`src/verilog/cache_bank_pkg.sv`:
```
`default_nettype none

package cache_bank_pkg;

    // Bank geometry
    localparam int WORD_BYTES = 4;
    localparam int LINE_WORDS = 4;
    localparam int LINE_BYTES = WORD_BYTES * LINE_WORDS;
    localparam int NUM_SETS   = 16;

    // Address field widths
    localparam int WSEL_BITS      = $clog2(LINE_WORDS);
    localparam int SET_BITS       = $clog2(NUM_SETS);
    localparam int TAG_BITS       = 6;
    localparam int LINE_ADDR_BITS = TAG_BITS + SET_BITS;
    localparam int WORD_ADDR_BITS = LINE_ADDR_BITS + WSEL_BITS;

    // Data widths
    typedef logic [WORD_BYTES*8-1:0] word_t;
    typedef logic [WORD_BYTES-1:0]   byteen_t;
    typedef logic [LINE_BYTES*8-1:0] line_t;
    typedef logic [LINE_BYTES-1:0]   line_byteen_t;

    // Word address is {tag, set, wsel}
    typedef logic [WORD_ADDR_BITS-1:0] word_addr_t;
    typedef logic [LINE_ADDR_BITS-1:0] line_addr_t;
    typedef logic [SET_BITS-1:0]       set_t;
    typedef logic [TAG_BITS-1:0]       tag_t;
    typedef logic [WSEL_BITS-1:0]      wsel_t;

    // Controller states
    typedef enum logic [2:0] {
        IDLE      = 3'd0,
        LOOKUP    = 3'd1,
        WRITEBACK = 3'd2,
        FILL_REQ  = 3'd3,
        FILL_WAIT = 3'd4,
        REPLAY    = 3'd5
    } ctrl_state_t;

endpackage

`default_nettype wire
```
`src/verilog/cache_bank.sv`:
```
`timescale 1ns/1ps
`default_nettype none

module cache_bank (
    input  wire                                clk,
    input  wire                                reset,

    input  wire                                core_req_valid,
    input  wire                                core_req_rw,
    input  wire cache_bank_pkg::word_addr_t    core_req_addr,
    input  wire cache_bank_pkg::byteen_t       core_req_byteen,
    input  wire cache_bank_pkg::word_t         core_req_data,
    output wire                                core_req_ready,

    output wire                                core_rsp_valid,
    output wire cache_bank_pkg::word_t         core_rsp_data,

    output wire                                dram_fill_req_valid,
    output wire cache_bank_pkg::line_addr_t    dram_fill_req_addr,
    input  wire                                dram_fill_rsp_valid,
    input  wire cache_bank_pkg::line_t         dram_fill_rsp_data,

    output wire                                dram_wb_req_valid,
    output wire cache_bank_pkg::line_addr_t    dram_wb_req_addr,
    output wire cache_bank_pkg::line_t         dram_wb_req_data,
    output wire cache_bank_pkg::line_byteen_t  dram_wb_req_byteen
);

    wire                                hit;
    wire cache_bank_pkg::tag_t          victim_tag;
    wire cache_bank_pkg::line_byteen_t  victim_dirty;
    wire cache_bank_pkg::line_t         read_line;
    wire cache_bank_pkg::set_t          lookup_set;
    wire cache_bank_pkg::tag_t          req_tag;
    wire                                word_write;
    wire cache_bank_pkg::wsel_t         wsel;
    wire cache_bank_pkg::byteen_t       write_byteen;
    wire cache_bank_pkg::word_t         write_word;
    wire                                fill_write;
    wire cache_bank_pkg::line_t         fill_line;

    bank_ctrl i_ctrl (
        .clk                 (clk),
        .reset               (reset),
        .core_req_valid      (core_req_valid),
        .core_req_rw         (core_req_rw),
        .core_req_addr       (core_req_addr),
        .core_req_byteen     (core_req_byteen),
        .core_req_data       (core_req_data),
        .core_req_ready      (core_req_ready),
        .core_rsp_valid      (core_rsp_valid),
        .core_rsp_data       (core_rsp_data),
        .dram_fill_req_valid (dram_fill_req_valid),
        .dram_fill_req_addr  (dram_fill_req_addr),
        .dram_fill_rsp_valid (dram_fill_rsp_valid),
        .dram_fill_rsp_data  (dram_fill_rsp_data),
        .dram_wb_req_valid   (dram_wb_req_valid),
        .dram_wb_req_addr    (dram_wb_req_addr),
        .dram_wb_req_data    (dram_wb_req_data),
        .dram_wb_req_byteen  (dram_wb_req_byteen),
        .hit                 (hit),
        .victim_tag          (victim_tag),
        .victim_dirty        (victim_dirty),
        .read_line           (read_line),
        .lookup_set          (lookup_set),
        .req_tag             (req_tag),
        .word_write          (word_write),
        .wsel                (wsel),
        .write_byteen        (write_byteen),
        .write_word          (write_word),
        .fill_write          (fill_write),
        .fill_line           (fill_line)
    );

    tag_store i_tags (
        .clk          (clk),
        .reset        (reset),
        .lookup_set   (lookup_set),
        .req_tag      (req_tag),
        .word_write   (word_write),
        .wsel         (wsel),
        .write_byteen (write_byteen),
        .fill_write   (fill_write),
        .hit          (hit),
        .victim_tag   (victim_tag),
        .victim_dirty (victim_dirty)
    );

    data_store i_data (
        .clk          (clk),
        .lookup_set   (lookup_set),
        .word_write   (word_write),
        .wsel         (wsel),
        .write_byteen (write_byteen),
        .write_word   (write_word),
        .fill_write   (fill_write),
        .fill_line    (fill_line),
        .read_line    (read_line)
    );

endmodule

`default_nettype wire

```
`src/verilog/bank_ctrl.sv`:
```
`timescale 1ns/1ps
`default_nettype none

module bank_ctrl (
    input  wire                                clk,
    input  wire                                reset,

    // Core request and response
    input  wire                                core_req_valid,
    input  wire                                core_req_rw,
    input  wire cache_bank_pkg::word_addr_t    core_req_addr,
    input  wire cache_bank_pkg::byteen_t       core_req_byteen,
    input  wire cache_bank_pkg::word_t         core_req_data,
    output logic                               core_req_ready,
    output logic                               core_rsp_valid,
    output cache_bank_pkg::word_t              core_rsp_data,

    // DRAM fill
    output logic                               dram_fill_req_valid,
    output cache_bank_pkg::line_addr_t         dram_fill_req_addr,
    input  wire                                dram_fill_rsp_valid,
    input  wire cache_bank_pkg::line_t         dram_fill_rsp_data,

    // DRAM writeback
    output logic                               dram_wb_req_valid,
    output cache_bank_pkg::line_addr_t         dram_wb_req_addr,
    output cache_bank_pkg::line_t              dram_wb_req_data,
    output cache_bank_pkg::line_byteen_t       dram_wb_req_byteen,

    // Tag and data stores
    input  wire                                hit,
    input  wire cache_bank_pkg::tag_t          victim_tag,
    input  wire cache_bank_pkg::line_byteen_t  victim_dirty,
    input  wire cache_bank_pkg::line_t         read_line,
    output cache_bank_pkg::set_t               lookup_set,
    output cache_bank_pkg::tag_t               req_tag,
    output logic                               word_write,
    output cache_bank_pkg::wsel_t              wsel,
    output cache_bank_pkg::byteen_t            write_byteen,
    output cache_bank_pkg::word_t              write_word,
    output logic                               fill_write,
    output cache_bank_pkg::line_t              fill_line
);

    cache_bank_pkg::ctrl_state_t state;
    cache_bank_pkg::ctrl_state_t state_next;

    logic                        req_rw;
    cache_bank_pkg::word_addr_t  req_addr;
    cache_bank_pkg::byteen_t     req_byteen;
    cache_bank_pkg::word_t       req_data;

    logic                        access;
    logic                        access_hit;

    // LOOKUP and REPLAY both probe the arrays
    assign access     = (state == cache_bank_pkg::LOOKUP) || (state == cache_bank_pkg::REPLAY);
    assign access_hit = access && hit;

    always_comb begin
        state_next = state;
        case (state)
            cache_bank_pkg::IDLE: begin
                if (core_req_valid) begin
                    state_next = cache_bank_pkg::LOOKUP;
                end
            end
            cache_bank_pkg::LOOKUP, cache_bank_pkg::REPLAY: begin
                if (hit) begin
                    state_next = cache_bank_pkg::IDLE;
                end else if (|victim_dirty) begin
                    state_next = cache_bank_pkg::WRITEBACK;
                end else begin
                    state_next = cache_bank_pkg::FILL_REQ;
                end
            end
            cache_bank_pkg::WRITEBACK: state_next = cache_bank_pkg::FILL_REQ;
            cache_bank_pkg::FILL_REQ:  state_next = cache_bank_pkg::FILL_WAIT;
            cache_bank_pkg::FILL_WAIT: begin
                if (dram_fill_rsp_valid) begin
                    state_next = cache_bank_pkg::REPLAY;
                end
            end
            default: state_next = cache_bank_pkg::IDLE;
        endcase
    end

    always_ff @(posedge clk) begin
        if (reset) begin
            state <= cache_bank_pkg::IDLE;
        end else begin
            state <= state_next;
        end
    end

    // Held until the request retires
    always_ff @(posedge clk) begin
        if (core_req_ready && core_req_valid) begin
            req_rw     <= core_req_rw;
            req_addr   <= core_req_addr;
            req_byteen <= core_req_byteen;
            req_data   <= core_req_data;
        end
    end

    always_ff @(posedge clk) begin
        if (reset) begin
            core_rsp_valid <= 1'b0;
        end else begin
            core_rsp_valid <= access_hit && !req_rw;
        end
    end

    always_ff @(posedge clk) begin
        if (access_hit && !req_rw) begin
            core_rsp_data <= read_line[wsel * cache_bank_pkg::WORD_BYTES * 8
                                       +: cache_bank_pkg::WORD_BYTES * 8];
        end
    end

    assign core_req_ready = (state == cache_bank_pkg::IDLE);

    // Request address fields
    assign wsel       = req_addr[cache_bank_pkg::WSEL_BITS-1:0];
    assign lookup_set = req_addr[cache_bank_pkg::WSEL_BITS +: cache_bank_pkg::SET_BITS];
    assign req_tag    = req_addr[cache_bank_pkg::WORD_ADDR_BITS-1 -: cache_bank_pkg::TAG_BITS];

    assign word_write   = access_hit && req_rw;
    assign write_byteen = req_byteen;
    assign write_word   = req_data;

    assign fill_write = (state == cache_bank_pkg::FILL_WAIT) && dram_fill_rsp_valid;
    assign fill_line  = dram_fill_rsp_data;

    assign dram_fill_req_valid = (state == cache_bank_pkg::FILL_REQ);
    assign dram_fill_req_addr  = {req_tag, lookup_set};

    // Victim line stays untouched until the fill lands
    assign dram_wb_req_valid  = (state == cache_bank_pkg::WRITEBACK);
    assign dram_wb_req_addr   = {victim_tag, lookup_set};
    assign dram_wb_req_data   = read_line;
    assign dram_wb_req_byteen = victim_dirty;

endmodule

`default_nettype wire

```
`src/verilog/data_store.sv`:
```
`timescale 1ns/1ps
`default_nettype none

module data_store (
    input  wire                                clk,

    input  wire cache_bank_pkg::set_t          lookup_set,

    input  wire                                word_write,
    input  wire cache_bank_pkg::wsel_t         wsel,
    input  wire cache_bank_pkg::byteen_t       write_byteen,
    input  wire cache_bank_pkg::word_t         write_word,

    input  wire                                fill_write,
    input  wire cache_bank_pkg::line_t         fill_line,

    output cache_bank_pkg::line_t              read_line
);

    cache_bank_pkg::line_t lines [cache_bank_pkg::NUM_SETS];

    always_ff @(posedge clk) begin
        if (fill_write) begin
            lines[lookup_set] <= fill_line;
        end else if (word_write) begin
            // Only the enabled bytes of the selected word change
            for (int b = 0; b < cache_bank_pkg::WORD_BYTES; b++) begin
                if (write_byteen[b]) begin
                    lines[lookup_set][(wsel * cache_bank_pkg::WORD_BYTES + b) * 8 +: 8]
                        <= write_word[b * 8 +: 8];
                end
            end
        end
    end

    assign read_line = lines[lookup_set];

endmodule

`default_nettype wire

```
`src/verilog/tag_store.sv`:
```
`timescale 1ns/1ps
`default_nettype none

module tag_store (
    input  wire                                clk,
    input  wire                                reset,

    input  wire cache_bank_pkg::set_t          lookup_set,
    input  wire cache_bank_pkg::tag_t          req_tag,

    input  wire                                word_write,
    input  wire cache_bank_pkg::wsel_t         wsel,
    input  wire cache_bank_pkg::byteen_t       write_byteen,
    input  wire                                fill_write,

    output logic                               hit,
    output cache_bank_pkg::tag_t               victim_tag,
    output cache_bank_pkg::line_byteen_t       victim_dirty
);

    logic [cache_bank_pkg::NUM_SETS-1:0] valid_q;
    cache_bank_pkg::tag_t                tag_q   [cache_bank_pkg::NUM_SETS];
    cache_bank_pkg::line_byteen_t        dirty_q [cache_bank_pkg::NUM_SETS];

    cache_bank_pkg::line_byteen_t        write_mask;

    // Word byte enables moved to their place in the line
    assign write_mask = cache_bank_pkg::line_byteen_t'(write_byteen)
                        << (wsel * cache_bank_pkg::WORD_BYTES);

    always_ff @(posedge clk) begin
        if (reset) begin
            valid_q <= '0;
        end else if (fill_write) begin
            valid_q[lookup_set] <= 1'b1;
        end
    end

    always_ff @(posedge clk) begin
        if (fill_write) begin
            tag_q[lookup_set]   <= req_tag;
            dirty_q[lookup_set] <= '0;
        end else if (word_write) begin
            dirty_q[lookup_set] <= dirty_q[lookup_set] | write_mask;
        end
    end

    assign hit        = valid_q[lookup_set] && (tag_q[lookup_set] == req_tag);
    assign victim_tag = tag_q[lookup_set];

    // An invalid line has nothing to write back
    assign victim_dirty = valid_q[lookup_set] ? dirty_q[lookup_set] : '0;

endmodule

`default_nettype wire

```
`config.mk`:
```
export PLATFORM = sky130hd
export DESIGN_NAME = cache_bank
export DESIGN_NICKNAME = d
export VERILOG_FILES = /design/src/verilog/cache_bank_pkg.sv /design/src/verilog/cache_bank.sv /design/src/verilog/bank_ctrl.sv /design/src/verilog/data_store.sv /design/src/verilog/tag_store.sv
export SDC_FILE = /design/constraint.sdc
export NUM_CORES = 2
export LEC_CHECK = 0
export ABC_CLOCK_PERIOD_IN_PS = 12200
export CAP_MARGIN = 10
export CORE_MARGIN = 1
export CORE_UTILIZATION = 50
export DETAILED_ROUTE_END_ITERATION = 6
export DONT_BUFFER_PORTS = 1
export SLEW_MARGIN = 5
export SYNTH_ARGS = -nofsm -noshare
export SYNTH_HDL_FRONTEND = slang
export SYNTH_SLANG_ARGS = --single-unit
```
`constraint.sdc`:
```
create_clock -name clk -period 12.2 [get_ports clk]
set_clock_uncertainty 0.15 [all_clocks]
set_input_delay 1.22 -clock clk [delete_from_list [all_inputs] [get_ports clk]]
set_output_delay 1.22 -clock clk [all_outputs]
set_load 0.005 [all_outputs]
```
Yosys cells after proc, flatten, opt, wreduce, memory -nomap -nowiden
Memories as Yosys holds them, arrays and structs flattened. A register that Yosys moved wholly into a read port is not among the register bits.
Index checks and enable logic that the tools add are counted.
{"block": "word_totals", "in_bits": 181, "ff_bits": 101, "mem_count": 3, "out_inout_bits": 200, "mem_bits_rw": 2400, "word_cells": 1113}
{"name": "i_data.lines", "words": 16, "width": 128, "rd": 1, "rd_ports_with_merged_regs": 1, "write_ports": 1, "line_no": "data_store.sv:20", "source": "cache_bank_pkg::line_t lines [cache_bank_pkg::NUM_SETS];"}
{"name": "i_tags.dirty_q", "words": 16, "width": 16, "rd": 1, "rd_ports_with_merged_regs": 1, "write_ports": 1, "line_no": "tag_store.sv:23", "source": "cache_bank_pkg::line_byteen_t dirty_q [cache_bank_pkg::NUM_SETS];"}
{"name": "i_tags.tag_q", "words": 16, "width": 6, "rd": 1, "rd_ports_with_merged_regs": 1, "write_ports": 1, "line_no": "tag_store.sv:22", "source": "cache_bank_pkg::tag_t tag_q [cache_bank_pkg::NUM_SETS];"}
{"block": "classes", "n_eq_ne": 8, "bitwise_logic": 515, "shifts": 10, "addsub": 7, "magnitude_cmp": 2, "reduce_logical": 13, "mux": 547}
{"operator": "1-bit 2-to-1 mux", "n": 532}
{"operator": "1-bit bitwise OR", "n": 513}
{"operator": "128-bit 2-to-1 mux", "n": 4}
{"operator": "8-bit by 34-bit variable shift with 128-bit output, first input constant", "n": 4}
{"operator": "8-bit by 34-bit indexed part select with 128-bit output", "n": 4}
{"operator": "128-bit by 8-bit indexed part select with 32-bit output", "n": 1}
{"operator": "32-bit negation with 34-bit output", "n": 3}
{"operator": "7-bit negation with 34-bit output", "n": 1}
{"operator": "16-bit 2-to-1 mux", "n": 2}
{"operator": "16-bit bitwise OR", "n": 2}
{"operator": "16-bit OR reduction", "n": 1}
{"operator": "4-bit by 4-bit left shift with 16-bit output", "n": 1}
{"operator": "3-bit one-hot mux with 5 select lines", "n": 1}
{"operator": "4-bit 2-to-1 mux", "n": 3}
{"operator": "4-bit by 2-bit adder with 5-bit output, second input constant", "n": 2}
{"operator": "3-bit 2-to-1 mux", "n": 3}
{"operator": "1-bit logical AND", "n": 7}
{"operator": "3-bit by 2-bit == test with 1-bit output, second input constant", "n": 2}
{"operator": "3-bit == test, second input constant", "n": 2}
{"operator": "6-bit == test", "n": 1}
{"operator": "4-bit by 1-bit adder with 5-bit output, second input constant", "n": 1}
{"operator": "4-bit by 5-bit < comparator with 1-bit output, second input constant", "n": 1}
{"operator": "1-bit binary-select mux with 4-bit select", "n": 1}
{"operator": "1-bit demux with 4-bit select", "n": 1}
{"operator": "8 further kinds", "n": 9}

Depth between registers and ports, before layout
{"block": "depth", "depth_word": 12, "ltp_mapped": 14, "mapped_depth_nobuf": 7}

Hierarchy
Synthesis repeated with hierarchy kept, for this count alone.
{"block": "hier_totals", "hier_cells": 5037, "hier_area_um2": 99968.4}
{"module": "data_store", "seq_area_each_um2": 61499.0, "area_each_um2": 79786.5, "n_inst": 1, "cells_each": 3889}
{"module": "tag_store", "seq_area_each_um2": 10890.4, "area_each_um2": 14507.7, "n_inst": 1, "cells_each": 703}
{"module": "bank_ctrl", "seq_area_each_um2": 2512.4, "area_each_um2": 5674.2, "n_inst": 1, "cells_each": 445}

Worst setup path after synthesis
No wires, ideal clock.
{"block": "synth_path", "kind": "flip-flop to flip-flop", "startpoint": "register with a tool-made name", "endpoint": "register i_ctrl.core_rsp_data[0] (enable)", "slack_ns": 7.087, "t_required_ns": 11.589, "path_stages_with_launch": 12, "period_less_slack_ns": 5.113, "setup_ns": 0.461, "t_arrival_ns": 4.502, "path_buffers": 4, "path_cell_list": "dfxtp_1 > buf_6 > buf_6 > mux4_2 > mux2i_1 > xor2_1 > o211ai_1 > a21oi_1 > buf_6 > buf_6 > nand2_1 > nor3_1"}
{"item": "to (signal assigned)", "line_no": "bank_ctrl.sv:116", "source": "core_rsp_data <= read_line[wsel * cache_bank_pkg::WORD_BYTES * 8"}
{"item": "to (decl)", "line_no": "bank_ctrl.sv:16", "source": "output cache_bank_pkg::word_t core_rsp_data,"}

==> impl_metrics.env <==
export IMPL_outcome="finished, final reports clean"
export IMPL_tns_ns=0
export IMPL_syn_area_mm2=0.0996
export IMPL_p_int_mw=16.1
export IMPL_num_vias=50100
export IMPL_nets=4968
export IMPL_drt_wl_total_um=302000
export IMPL_grt_max_degree=134
export IMPL_synth_area_leader_cell="edfxtp_1"
export IMPL_whs_path_depth=1
export IMPL_dieHeight_um=448
export IMPL_cp_max_fo=73
export IMPL_cts_max_path_buffers=4
export IMPL_wl_per_cell_um=39.4
export IMPL_timing_final_crit_share_pct=59.4
export IMPL_dp_hpwl_um=196000
export IMPL_clkPwrFrac_pct=34.2
export IMPL_core_area_mm2=0.198
export IMPL_synth_top_area_share_pct=74.8
export IMPL_ys_async_sr_fraction_pct=0
export IMPL_synth_edf_count=2481
export IMPL_viasPerCell=6.54
export IMPL_cp_start_kind="flip-flop"
export IMPL_worstPathRequired_ns=10.83
export IMPL_power_frac_comb_pct=23.0
export IMPL_yosysWarnings=0
export IMPL_slowest_stage="buf_4"
export IMPL_root_buffer="clkbuf_16"
export IMPL_clk_latency_ns=0.94
export IMPL_synth_fp_nets=4752
export IMPL_synthTopCellsByArea="edfxtp_1 75%, mux4_2 17%, a21oi_1 1.6%, mux2i_1 1.5%, clkbuf_1 0.61%"
export IMPL_synth_seq_cells=2505
export IMPL_portBuffers=0
export IMPL_rows=163
export IMPL_synth_avg_cell_area_um2=21.8
export IMPL_synth_most_common_cell="edfxtp_1"
export IMPL_post_cts_setup_buffers=0
export IMPL_clk_pin_slew_ns=0.06
export IMPL_tritoncts="done"
export IMPL_grt_use_total_pct=30.3
export IMPL_fmax_ghz=0.138
export IMPL_crit_buf_inv=4
export IMPL_hp_start="reset"
export IMPL_whs_ns=0.202
export IMPL_hold_class="input port to flip-flop"
export IMPL_grt_setup_unrepaired="no"
export IMPL_layout_drive_gt1_share_pct=29.4
export IMPL_peakVddDrop_v=0.000172
export IMPL_drt_iter0_markers=6646
export IMPL_critical_path_top_delay_family="buffers and inverters"
export IMPL_yosysUniqueCellTypes=55
export IMPL_path_class="flip-flop to primary output"
export IMPL_seqPwrFrac_pct=42.8
export IMPL_die_area_mm2=0.201
export IMPL_crit_top_cell="buf_4"
export IMPL_setup_violations=0
export IMPL_cts_buffers=278
export IMPL_grt_pass1_vias=48800
export IMPL_finalPower_mw=23.0
export IMPL_reg2reg_depth=9
export IMPL_ant_nets=0
export IMPL_hold_path_endpoint="i_tags.valid_q[11]$_SDFFE_PP0P_"
export IMPL_fp_dieW_um=448
export IMPL_ys_dominant_reg_cell="edfxtp_1"
export IMPL_gp_congestion=0.876
export IMPL_antenna_found_initial=59
export IMPL_r2r_end="i_tags.dirty_q[10][10]$_DFFE_PP_"
export IMPL_syn_to_final_growth_pct=12.4
export IMPL_syn_inst=4566
export IMPL_relSlewSlack_pct=9.73
export IMPL_p_per_area_mw_per_mm2=205
export IMPL_r2r_slack_ns=5.60
export IMPL_ys_seq_area_share_pct=75.3
export IMPL_cts_hold_buf=0
export IMPL_worstMarginPinSlew_ns=1.32
export IMPL_htreeDepth=5
export IMPL_path_cells="buf_12 -> buf_4 -> buf_4 -> buf_4 -> mux4_2 -> nor2b_1 -> a211oi_1 -> a21oi_1"
export IMPL_gr_total_overflow=0
export IMPL_power_switching_mw=6.87
export IMPL_drt_first_pass_iters=6
export IMPL_cpPeakStageDelay_ns=0.87
export IMPL_cap_violations=0
export IMPL_slew_viol_final=0
export IMPL_cellLeakagePower_nw=35.0
export IMPL_ioPinCount=381
export IMPL_route_detailed_drc=0
export IMPL_post_route_util_pct=56.6
export IMPL_clkSinkCount=2505
export IMPL_hold_viol=0
export IMPL_critPathArrivalTime_ns=5.88
export IMPL_start_util_pct=50.4
export IMPL_period_needed_ns=7.25
export IMPL_grt_pass1_wl_um=409000
export IMPL_synth_common_cells="2481 x edfxtp_1, 741 x mux4_2, 312 x a21oi_1"
export IMPL_sw_frac_of_total_pct=29.9
export IMPL_cts_resized=0
export IMPL_end_kind="primary output"
## per-stage QoR
step           worst slack (ns)  area, µm²  instances
6_report                   4.95     112000       7663
5_1_grt                    4.57     112000       7644
3_5_place_dp               5.59     103000       7112
2_1_floorplan              7.09      99600       4566
3_3_place_gp               5.69     103000       7111
4_1_cts                    4.80     111000       7565
## cell type report
class,count,area [µm²]
clock buffers,337,7380
fillers,14600,85700
diodes,68,170
repair buffers,246,1910
clock inverters,116,915
well taps,2640,3300
multi-input cells,1642,22800
inverters,109,417
flip-flops and latches,2505,75000
## kinds of logic (layout without fill, tap and decap cells)
group | count (synthesis) | count (layout) | synth area share [%]
XOR/XNOR | 5 | 5 | 0.0440
other | 0 | 68 | 0
buffers and inverters | 419 | 808 | 2.05
multiplexers | 927 | 927 | 18.7
AO/OA/AOI/OAI | 378 | 378 | 2.10
adder cells (fa/ha/maj) | 5 | 5 | 0.0628
flip-flops | 2505 | 2505 | 75.3
AND/OR/NAND/NOR | 327 | 327 | 1.74
## power by group through the flow
| stage | logic [mW] | registers, mW | clock network [mW] |
|---|---|---|---|
| after floorplan | 3.24 | 9.80 | 0 |
| after global placement | 5.28 | 10.0 | 0 |
| after detailed placement | 5.30 | 10.0 | 0 |
| after CTS | 5.31 | 9.85 | 7.92 |
| after global routing | 5.42 | 9.84 | 8.24 |
| final | 5.30 | 9.84 | 7.86 |
## worst register-to-register path: stages (launching register included)
cell and delay, ns:
dfxtp_4 0.90, buf_4 0.90, nor2b_1 0.36, a22o_1 0.31, nor3_1 0.25, o221ai_1 0.23
a2111oi_4 0.40, buf_4 0.58, nand3_2 0.90, a21oi_1 1.27
## flip-flops by register name, indices dropped and copies added, names as in the netlist, named ones only
| register | count |
|---|---|
| i_ctrl.core_rsp_data | 32 |
| i_ctrl.write_word | 32 |
| i_tags.valid_q | 16 |
| i_ctrl.req_rw | 1 |
| i_ctrl.state | 3 |
| i_tags.dirty_q | 256 |
| i_ctrl.req_addr | 12 |
| i_ctrl.core_rsp_valid | 1 |
| i_data.lines | 2048 |
| i_ctrl.write_byteen | 4 |
| i_tags.tag_q | 96 |
## metal layers
metal / track usage (%) / share of wire [%] / vias up
li1: - / - / 19600
met1: 39.8 / 37 / 27100
met2: 47.2 / 49 / 2785
met3: 7.29 / 9.3 / 614
met4: 16.1 / 5.2 / 24
met5: 0 / 0.052 / -
## worst max path at each step
| stage | startpoint | end | slack (ns) | depth (start not counted) |
|---|---|---|---|---|
| global route | flip-flop | dram_wb_req_data[65] | 4.57 | 8 |
| floorplan | flip-flop | i_ctrl.core_rsp_data[0]$_DFFE_PP_ | 7.09 | 11 |
| detailed placement | flip-flop | i_tags.dirty_q[1][8]$_DFFE_PP_ | 5.59 | 9 |
| CTS | flip-flop | dram_wb_req_data[65] | 4.80 | 8 |
| global placement | flip-flop | i_tags.dirty_q[2][10]$_DFFE_PP_ | 5.69 | 9 |
| finish | flip-flop | dram_wb_req_data[65] | 4.95 | 8 |
## layout by cell type (no fill, tap or decap), types with 4 or more instances in the layout
master	count
a211oi_1	14
nand2_2	9
clkbuf_8	5
mux2i_1	133
a22o_1	19
nor2b_1	25
mux4_2	741
buf_4	240
nor2_1	80
clkinv_2	36
clkbuf_1	47
and3_1	34
dfxtp_1	20
diode_2	68
buf_12	4
a21oi_1	286
bufinv_16	14
nand2_1	117
nand4_4	9
a31oi_1	4
edfxtp_1	2481
mux2_1	10
nor3_1	5
mux2i_2	17
a21oi_2	25
clkinvlp_4	9
dfxtp_4	4
nor3b_1	5
a22oi_1	11
xor2_1	5
nand3_1	4
clkbuf_16	285
nand3_4	12
mux2_2	26
ha_1	5
clkinv_1	51
inv_1	107
Note: power is estimated with default switching activity, not from simulation.
